[src/source/fetch_pkg.sv]
`default_nettype none

package fetch_pkg;

    // first fetch group after reset
    localparam logic [31:0] PC_RESET = 32'h1c00_0000;

    // andi r0, r0, 0
    localparam logic [31:0] INST_NOP = 32'h0340_0000;

    // major opcodes, inst[31:22]
    localparam logic [9:0] OP_IBAR = 10'h0e1;  // instruction barrier
    localparam logic [9:0] OP_CSR  = 10'h010;  // csr read/write/exchange
    localparam logic [9:0] OP_TLB  = 10'h019;  // tlb search/read/write/flush

    // kind of privileged instruction found in a group
    typedef enum logic [1:0] {
        priv_none = 2'd0,
        priv_ibar = 2'd1,
        priv_csr  = 2'd2,
        priv_tlb  = 2'd3
    } priv_kind_t;

endpackage

`default_nettype wire

[src/source/fetch_skid_reg.sv]
`default_nettype none

module fetch_skid_reg (
    input  wire         clk,
    input  wire         arst_n,
    input  wire         flush,
    input  wire         in_valid,
    input  wire  [31:0] in_pc,
    input  wire  [31:0] in_inst0,
    input  wire  [31:0] in_inst1,
    input  wire         dec_ready,
    output logic        dec_valid,
    output logic [31:0] dec_pc,
    output logic [31:0] dec_inst0,
    output logic [31:0] dec_inst1,
    output logic        skid_free
);

    logic        skid_valid;
    logic [31:0] skid_pc;
    logic [31:0] skid_inst0;
    logic [31:0] skid_inst1;
    logic        main_take;   // main register free at next edge
    logic        load_main;
    logic        load_skid;

    assign main_take = !dec_valid || dec_ready;

    // skid entry is always older than a new input
    assign load_main = main_take && (skid_valid || in_valid);
    assign load_skid = in_valid && (skid_valid || !main_take);

    always_ff @(posedge clk or negedge arst_n) begin
        if (!arst_n) begin
            dec_valid  <= 1'b0;
            skid_valid <= 1'b0;
        end else if (flush) begin
            dec_valid  <= 1'b0;
            skid_valid <= 1'b0;
        end else begin
            if (main_take) dec_valid <= skid_valid || in_valid;
            if (load_skid) begin
                skid_valid <= 1'b1;
            end else if (main_take) begin
                skid_valid <= 1'b0;  // promoted to main
            end
        end
    end

    always_ff @(posedge clk) begin
        if (load_main) begin
            dec_pc    <= skid_valid ? skid_pc : in_pc;
            dec_inst0 <= skid_valid ? skid_inst0 : in_inst0;
            dec_inst1 <= skid_valid ? skid_inst1 : in_inst1;
        end
        if (load_skid) begin
            skid_pc    <= in_pc;
            skid_inst0 <= in_inst0;
            skid_inst1 <= in_inst1;
        end
    end

    assign skid_free = !skid_valid;

endmodule

`default_nettype wire

[src/source/fetch_top.sv]
`default_nettype none

module fetch_top (
    input  wire         clk,
    input  wire         arst_n,
    input  wire         flush,
    input  wire  [31:0] flush_pc,
    input  wire         mem_ack,
    input  wire  [31:0] mem_rdata0,
    input  wire  [31:0] mem_rdata1,
    input  wire         dec_ready,
    input  wire         priv_at_ex,
    input  wire         cache_idle,
    input  wire         csr_done,
    input  wire         tlb_done,
    output logic        mem_req,
    output logic [31:0] mem_addr,
    output logic        dec_valid,
    output logic [31:0] dec_pc,
    output logic [31:0] dec_inst0,
    output logic [31:0] dec_inst1
);

    logic [31:0]           fetch_pc;
    logic                  fetch_hold;
    logic                  skid_free;
    logic                  grp_valid;
    logic [31:0]           grp_pc;
    logic [31:0]           grp_inst0;
    logic [31:0]           grp_inst1;
    logic [31:0]           out_inst1;
    fetch_pkg::priv_kind_t pkind;
    logic                  pslot1;
    logic [31:0]           grp_next_pc;
    logic                  restart_valid;
    logic [31:0]           restart_pc;

    pc_gen u_pc_gen (
        .clk           (clk),
        .arst_n        (arst_n),
        .flush         (flush),
        .flush_pc      (flush_pc),
        .fetch_adv     (grp_valid),
        .adv_pc        (grp_next_pc),
        .restart_valid (restart_valid),
        .restart_pc    (restart_pc),
        .fetch_pc      (fetch_pc)
    );

    imem_fetch_port u_fetch_port (
        .clk        (clk),
        .arst_n     (arst_n),
        .flush      (flush),
        .fetch_pc   (fetch_pc),
        .fetch_hold (fetch_hold),
        .skid_free  (skid_free),
        .mem_ack    (mem_ack),
        .mem_rdata0 (mem_rdata0),
        .mem_rdata1 (mem_rdata1),
        .mem_req    (mem_req),
        .mem_addr   (mem_addr),
        .grp_valid  (grp_valid),
        .grp_pc     (grp_pc),
        .grp_inst0  (grp_inst0),
        .grp_inst1  (grp_inst1)
    );

    priv_predecode u_predecode (
        .grp_pc      (grp_pc),
        .grp_inst0   (grp_inst0),
        .grp_inst1   (grp_inst1),
        .out_inst1   (out_inst1),
        .pkind       (pkind),
        .pslot1      (pslot1),
        .grp_next_pc (grp_next_pc)
    );

    priv_serializer u_serializer (
        .clk           (clk),
        .arst_n        (arst_n),
        .flush         (flush),
        .grp_valid     (grp_valid),
        .grp_pc        (grp_pc),
        .pkind         (pkind),
        .pslot1        (pslot1),
        .priv_at_ex    (priv_at_ex),
        .cache_idle    (cache_idle),
        .csr_done      (csr_done),
        .tlb_done      (tlb_done),
        .fetch_hold    (fetch_hold),
        .restart_valid (restart_valid),
        .restart_pc    (restart_pc)
    );

    // predecoded group goes straight to the stage register
    fetch_skid_reg u_skid_reg (
        .clk       (clk),
        .arst_n    (arst_n),
        .flush     (flush),
        .in_valid  (grp_valid),
        .in_pc     (grp_pc),
        .in_inst0  (grp_inst0),
        .in_inst1  (out_inst1),
        .dec_ready (dec_ready),
        .dec_valid (dec_valid),
        .dec_pc    (dec_pc),
        .dec_inst0 (dec_inst0),
        .dec_inst1 (dec_inst1),
        .skid_free (skid_free)
    );

endmodule

`default_nettype wire

[src/source/imem_fetch_port.sv]
`default_nettype none

module imem_fetch_port (
    input  wire         clk,
    input  wire         arst_n,
    input  wire         flush,
    input  wire  [31:0] fetch_pc,
    input  wire         fetch_hold,
    input  wire         skid_free,
    input  wire         mem_ack,
    input  wire  [31:0] mem_rdata0,
    input  wire  [31:0] mem_rdata1,
    output logic        mem_req,
    output logic [31:0] mem_addr,
    output logic        grp_valid,
    output logic [31:0] grp_pc,
    output logic [31:0] grp_inst0,
    output logic [31:0] grp_inst1
);

    typedef enum logic [1:0] {
        idle     = 2'd0,
        wait_ack = 2'd1,
        wait_rel = 2'd2
    } port_state_t;

    port_state_t state;
    logic        stale;     // flushed while in flight
    logic [31:0] req_addr;
    logic        start;

    // a flush in the same cycle would issue the old pc
    assign start = (state == idle) && !fetch_hold && skid_free && !flush;

    always_ff @(posedge clk or negedge arst_n) begin
        if (!arst_n) begin
            state   <= idle;
            mem_req <= 1'b0;
            stale   <= 1'b0;
        end else begin
            case (state)
                idle: begin
                    if (start) begin
                        state   <= wait_ack;
                        mem_req <= 1'b1;
                        stale   <= 1'b0;
                    end
                end
                wait_ack: begin
                    if (mem_ack) begin
                        state   <= wait_rel;
                        mem_req <= 1'b0;
                    end else if (flush) begin
                        stale <= 1'b1;
                    end
                end
                default: begin
                    if (!mem_ack) state <= idle;  // four-phase release
                end
            endcase
        end
    end

    // address held for the whole handshake
    always_ff @(posedge clk) begin
        if (start) req_addr <= fetch_pc;
    end

    assign mem_addr = req_addr;

    // memory holds data while ack is high, so pass it straight through
    assign grp_valid = (state == wait_ack) && mem_ack && !stale && !flush;
    assign grp_pc    = req_addr;
    assign grp_inst0 = mem_rdata0;
    assign grp_inst1 = mem_rdata1;

endmodule

`default_nettype wire

[src/source/pc_gen.sv]
`default_nettype none

module pc_gen (
    input  wire         clk,
    input  wire         arst_n,
    input  wire         flush,
    input  wire  [31:0] flush_pc,
    input  wire         fetch_adv,
    input  wire  [31:0] adv_pc,
    input  wire         restart_valid,
    input  wire  [31:0] restart_pc,
    output logic [31:0] fetch_pc
);

    // flush beats restart beats sequential advance
    always_ff @(posedge clk or negedge arst_n) begin
        if (!arst_n) begin
            fetch_pc <= fetch_pkg::PC_RESET;
        end else if (flush) begin
            fetch_pc <= flush_pc;
        end else if (restart_valid) begin
            fetch_pc <= restart_pc;  // resume after privileged inst
        end else if (fetch_adv) begin
            fetch_pc <= adv_pc;      // +4 or +8 from predecode
        end
    end

endmodule

`default_nettype wire

[src/source/priv_predecode.sv]
`default_nettype none

module priv_predecode (
    input  wire         [31:0] grp_pc,
    input  wire         [31:0] grp_inst0,
    input  wire         [31:0] grp_inst1,
    output logic        [31:0] out_inst1,
    output fetch_pkg::priv_kind_t pkind,
    output logic               pslot1,
    output logic        [31:0] grp_next_pc
);

    fetch_pkg::priv_kind_t kind0;
    fetch_pkg::priv_kind_t kind1;
    logic                  priv0;

    function automatic fetch_pkg::priv_kind_t classify(input logic [31:0] inst);
        case (inst[31:22])
            fetch_pkg::OP_IBAR: return fetch_pkg::priv_ibar;
            fetch_pkg::OP_CSR:  return fetch_pkg::priv_csr;
            fetch_pkg::OP_TLB:  return fetch_pkg::priv_tlb;
            default:            return fetch_pkg::priv_none;
        endcase
    endfunction

    assign kind0 = classify(grp_inst0);
    assign kind1 = classify(grp_inst1);
    assign priv0 = (kind0 != fetch_pkg::priv_none);

    // slot 0 wins, slot 1 is squashed behind it
    assign pkind       = priv0 ? kind0 : kind1;
    assign pslot1      = !priv0 && (kind1 != fetch_pkg::priv_none);
    assign out_inst1   = priv0 ? fetch_pkg::INST_NOP : grp_inst1;
    assign grp_next_pc = grp_pc + (priv0 ? 32'd4 : 32'd8);

endmodule

`default_nettype wire

[src/source/priv_serializer.sv]
`default_nettype none

module priv_serializer (
    input  wire                   clk,
    input  wire                   arst_n,
    input  wire                   flush,
    input  wire                   grp_valid,
    input  wire            [31:0] grp_pc,
    input  wire fetch_pkg::priv_kind_t pkind,
    input  wire                   pslot1,
    input  wire                   priv_at_ex,
    input  wire                   cache_idle,
    input  wire                   csr_done,
    input  wire                   tlb_done,
    output logic                  fetch_hold,
    output logic                  restart_valid,
    output logic           [31:0] restart_pc
);

    typedef enum logic [2:0] {
        idle       = 3'd0,
        wait_ex    = 3'd1,
        wait_cache = 3'd2,
        wait_csr   = 3'd3,
        wait_tlb   = 3'd4,
        restart    = 3'd5
    } ser_state_t;

    ser_state_t            state;
    fetch_pkg::priv_kind_t kind_q;
    logic                  capture;

    assign capture = (state == idle) && grp_valid && (pkind != fetch_pkg::priv_none);

    always_ff @(posedge clk or negedge arst_n) begin
        if (!arst_n) begin
            state  <= idle;
            kind_q <= fetch_pkg::priv_none;
        end else if (flush) begin
            state  <= idle;
            kind_q <= fetch_pkg::priv_none;
        end else begin
            case (state)
                idle: begin
                    if (capture) begin
                        state  <= wait_ex;
                        kind_q <= pkind;
                    end
                end
                wait_ex: begin
                    if (priv_at_ex) begin
                        case (kind_q)
                            fetch_pkg::priv_ibar: state <= wait_cache;
                            fetch_pkg::priv_csr:  state <= wait_csr;
                            default:              state <= wait_tlb;
                        endcase
                    end
                end
                wait_cache: if (cache_idle) state <= restart;
                wait_csr:   if (csr_done) state <= restart;
                wait_tlb:   if (tlb_done) state <= restart;
                default:    state <= idle;  // restart lasts one cycle
            endcase
        end
    end

    // instruction after the privileged one
    always_ff @(posedge clk) begin
        if (capture) restart_pc <= grp_pc + (pslot1 ? 32'd8 : 32'd4);
    end

    // hold also covers the capture cycle and the restart cycle itself
    assign fetch_hold    = (state != idle) || capture;
    assign restart_valid = (state == restart);

endmodule

`default_nettype wire
[config.mk]
export PLATFORM = sky130hd
export DESIGN_NAME = fetch_top
export DESIGN_NICKNAME = d
export VERILOG_FILES = /design/src/source/fetch_pkg.sv /design/src/source/fetch_skid_reg.sv /design/src/source/fetch_top.sv /design/src/source/imem_fetch_port.sv /design/src/source/pc_gen.sv /design/src/source/priv_predecode.sv /design/src/source/priv_serializer.sv
export SDC_FILE = /design/constraint.sdc
export NUM_CORES = 1
export LEC_CHECK = 0
export ABC_AREA = 1
export BUFFER_PORTS_ARGS = -buffer_cell sky130_fd_sc_hd__buf_2
export CAP_MARGIN = 20
export CORE_MARGIN = 10
export CORE_UTILIZATION = 25
export DETAILED_ROUTE_END_ITERATION = 8
export GPL_TIMING_DRIVEN = 0
export PLACE_DENSITY_LB_ADDON = 0.3
export SLEW_MARGIN = 25
export SYNTH_ARGS = -nofsm -noshare
export SYNTH_HDL_FRONTEND = slang
export SYNTH_SLANG_ARGS = --single-unit
[constraint.sdc]
create_clock -name clk -period 7.65 [get_ports clk]
set_clock_uncertainty 0.1 [all_clocks]
set_input_delay 0.765 -clock clk [delete_from_list [all_inputs] [get_ports clk]]
set_output_delay 0.765 -clock clk [all_outputs]
set_load 0.03 [all_outputs]
==> run metrics <==
run status=finished, final reports clean; dpl cells=2203; fillers=5362; Vias per Instance=4.33; Avg WL per Cell=19.0 um; largest net degree at the start of global routing=44; Total Wirelength=between 40000 and 50000 um; clock root cell=clkbuf_16; post-route clock period utilization=0.504; worst stage delay on the critical path=0.44 ns; Sw Ratio=0.304; Finished Layout Cells=between 2000 and 2500; Total GRT Usage=0.135; Logic pwr share=0.174; Peak Freq=approximately 0.26 GHz; CTS H-tree depth=2; total die area=62400 um^2; min setup slack post-route=3.80 ns; num ports=235; initial antenna violation count=2; Yosys top cell area share=0.583; reg2reg end=u_skid_reg.dec_inst0[0]$_DFFE_PP_; Psw=1.39 mW; power share of the sequential group=0.465; post-synthesis mux area share=0; synth warn=0; crit path launch type=input port; drt drc=0; Clock power frac=0.361; syn_area_per_cell=between 10 and 15 um^2; post-detailed-route count of antenna-violating nets=0; total congestion overflow=0; Post-synth ARST share=0.144; Iteration-0 DRC Markers=around 700; die outline height=250 um; multi-input logic area=3800 um^2; final setup fails=0; min-delay worst type=in2async; Post-synth EDFFs=256; cell mode on critical path=inv_1; max-cap violations=0; synthesized-area fraction occupied by adder cells=0.00778; Internal Pwr Total=3.18 mW; Die Wd=250 um; sequential area share after synthesis=0.665; CP Launch Point=mem_rdata0[27]; final core occ=0.318; TritonCTS clock tree=built; number of nets in the layout=1664; core area=around 52000 um^2; Final Critical Period=3.85 ns; DR pass1 iterations=8; clock buffer depth=3; Yosys reg bits=299; CTS resizes=0; distinct cell type count after synthesis=46; Worst-Margin Slew=0.777 ns; PortBufs=~230; Synth Area in Compound Gates=0.0488; type of destination of the critical path=flip-flop; share of layout cells above drive strength 1=0.237; Std-Cell Rows=84; Yosys top cell by area=edfxtp_1; Final Power=4.57 mW; CP max-delay cell=fa_1; clock-pin slew on the worst setup and hold paths=0.06 ns; Post-CTS Setup Repair Bufs=0; total clock sinks=299; Post-Route Setup TNS=0 ns; xor and xnor area share after synthesis=0.0266; reg2reg path depth=7; Power Density=273 nW/um^2; final hold vios=0; unrepaired setup endpoints after global routing=false; Reg2Reg Setup Slack=around 4.8 ns; Sequential Area=between 8000 and 9000 um^2; CTS buffer count=35; Worst EP arrival=4.05 ns; Crit Path Class=in2reg; synthesized net count=1376; synthesized cell area=13200 um^2; count leader, synth=nand2_1; LEAKAGE=~6.9 nW; Post-Place Worst Slack=3.23 ns; crit-path max FO=10; main combinational cell family by area after synthesis=simple AND/OR/NAND/NOR gates; Synth Area in Simple Gates=0.203; Hold-fix buffers, CTS=0; Synth top cells by count=438 x nand2_1, 256 x edfxtp_1, 114 x nor2_1; first-pass GRT wire length=64300 um; Final Wtd Congestion=0.856; via count=9838; Starting Density=0.252; DPL Wire Length=between 30000 and 40000 um; Worst-Skew Late Latency=0.55 ns; vias in the first global route=roughly 9800; synth top area cells=edfxtp_1 58%, nand2_1 12%, dfrtp_1 7.6%; crit-path cells=buf_2, inv_1, nand2_1, nor2_1, nand3b_1, and2_1, nand2_2, buf_2, nor2_1, inv_1, ha_1, inv_1, fa_1, nor2_4, inv_1, nor2_1, inv_2, nor2_2, nand3_1, xor2_1; Slew Limit Fails=0; top_reg_cell synth=edfxtp_1; peak supply drop=0.125 mV; r2r startpoint=u_skid_reg.skid_valid$_DFFE_PN0P_; Gate Count Post-Synth=1264; Syn-to-layout area delta=26.6%; Max-slew headroom=0.482; Required @ worst endpoint=7.84 ns
## placed cells by master (no fill, tap or decap), types with 5 or more instances in the layout
| master | count |
|---|---|
| nand2_1 | 437 |
| edfxtp_1 | 256 |
| buf_2 | 242 |
| nor2_1 | 114 |
| inv_1 | 103 |
| o21ai_0 | 51 |
| dfrtp_1 | 40 |
| xor2_1 | 38 |
| clkbuf_16 | 36 |
| nand3_1 | 35 |
| a21oi_1 | 32 |
| clkbuf_1 | 29 |
| nor2_2 | 12 |
| nand2_2 | 11 |
| nand4_1 | 10 |
| o211ai_1 | 10 |
| nor3_1 | 10 |
| inv_2 | 8 |
| buf_6 | 7 |
| buf_4 | 7 |
| clkinv_2 | 7 |
| buf_16 | 7 |
| clkinv_1 | 6 |
| buf_8 | 6 |
| nor2_4 | 5 |
| buf_1 | 5 |
| ha_1 | 5 |
## power by group through the flow
stage / combinational (mW) / sequential [mW] / clock [mW]
floorplan: 0.333 / 2.28 / 0
finish: 0.797 / 2.12 / 1.65
global placement: 0.760 / 2.17 / 0
global route: 0.879 / 2.14 / 1.77
detailed placement: 0.806 / 2.16 / 0
CTS: 0.810 / 2.12 / 1.71
## critical path: cells and delay by family
| kind | cells | cell delay, ns |
|---|---|---|
| XOR/XNOR | 1 | 0.16 |
| adder cells (fa/ha/maj) | 2 | 0.61 |
| buffers and inverters | 7 | 0.82 |
| AND/OR/NAND/NOR | 10 | 1.72 |
## cells by family after synthesis
logic type / after synthesis
DFF: 299
adders and majority gates: 7
AOI/OAI and AO/OA: 114
and+or+nand+nor: 647
buffers and inverters: 157
xor gates and xnor gates: 40
## worst max path at each step
stage                                                 end  cells after the start
floorplan               u_skid_reg.dec_inst0[0]$_DFFE_PP_                      4
global placement        u_skid_reg.dec_inst0[0]$_DFFE_PP_                      4
detailed placement  u_serializer.restart_pc[20]$_DFFE_PP_                     20
CTS                 u_serializer.restart_pc[20]$_DFFE_PP_                     20
global route        u_serializer.restart_pc[20]$_DFFE_PP_                     20
finish              u_serializer.restart_pc[20]$_DFFE_PP_                     20
## sequential cells by signal, summed over array words and instances, names as in the netlist, 3 cells and up
signal                   flops
u_fetch_port.grp_pc         32
u_pc_gen.fetch_pc           32
u_serializer.restart_pc     32
u_skid_reg.dec_inst0        32
u_skid_reg.dec_inst1        32
u_skid_reg.dec_pc           32
u_skid_reg.skid_inst0       32
u_skid_reg.skid_inst1       32
u_skid_reg.skid_pc          32
u_serializer.state           3
## per-layer routing
| metal | GRT usage | up-vias | part of all wire |
|---|---|---|---|
| met3 | 0.0348 | 41 | 0.067 |
| met5 | 0 | - | 0.00056 |
| li1 | - | 4761 | - |
| met4 | 0.0331 | 4 | 0.015 |
| met1 | 0.177 | 4734 | 0.45 |
| met2 | 0.217 | 298 | 0.46 |
## metrics by stage
step / hold slack [ns] / area (um^2)
after global routing: 0.164 / 16700
after floorplan: 0.325 / 13200
after global placement: 0.328 / 15200
after detailed placement: 0.332 / 15600
after CTS: 0.129 / 16700
final: 0.134 / 16700
## layout make-up
cell class	count	share of cell area
repair buffers	251	0.0899
multi-input cells	808	0.228
clock buffers	45	0.0572
diodes	3	0.000450
well taps	688	0.0515
clock inverters	19	0.00951
flip-flops and latches	299	0.525
plain buffers	46	0.0139
inverters	111	0.0249
Power figures use the tool's default switching activity.
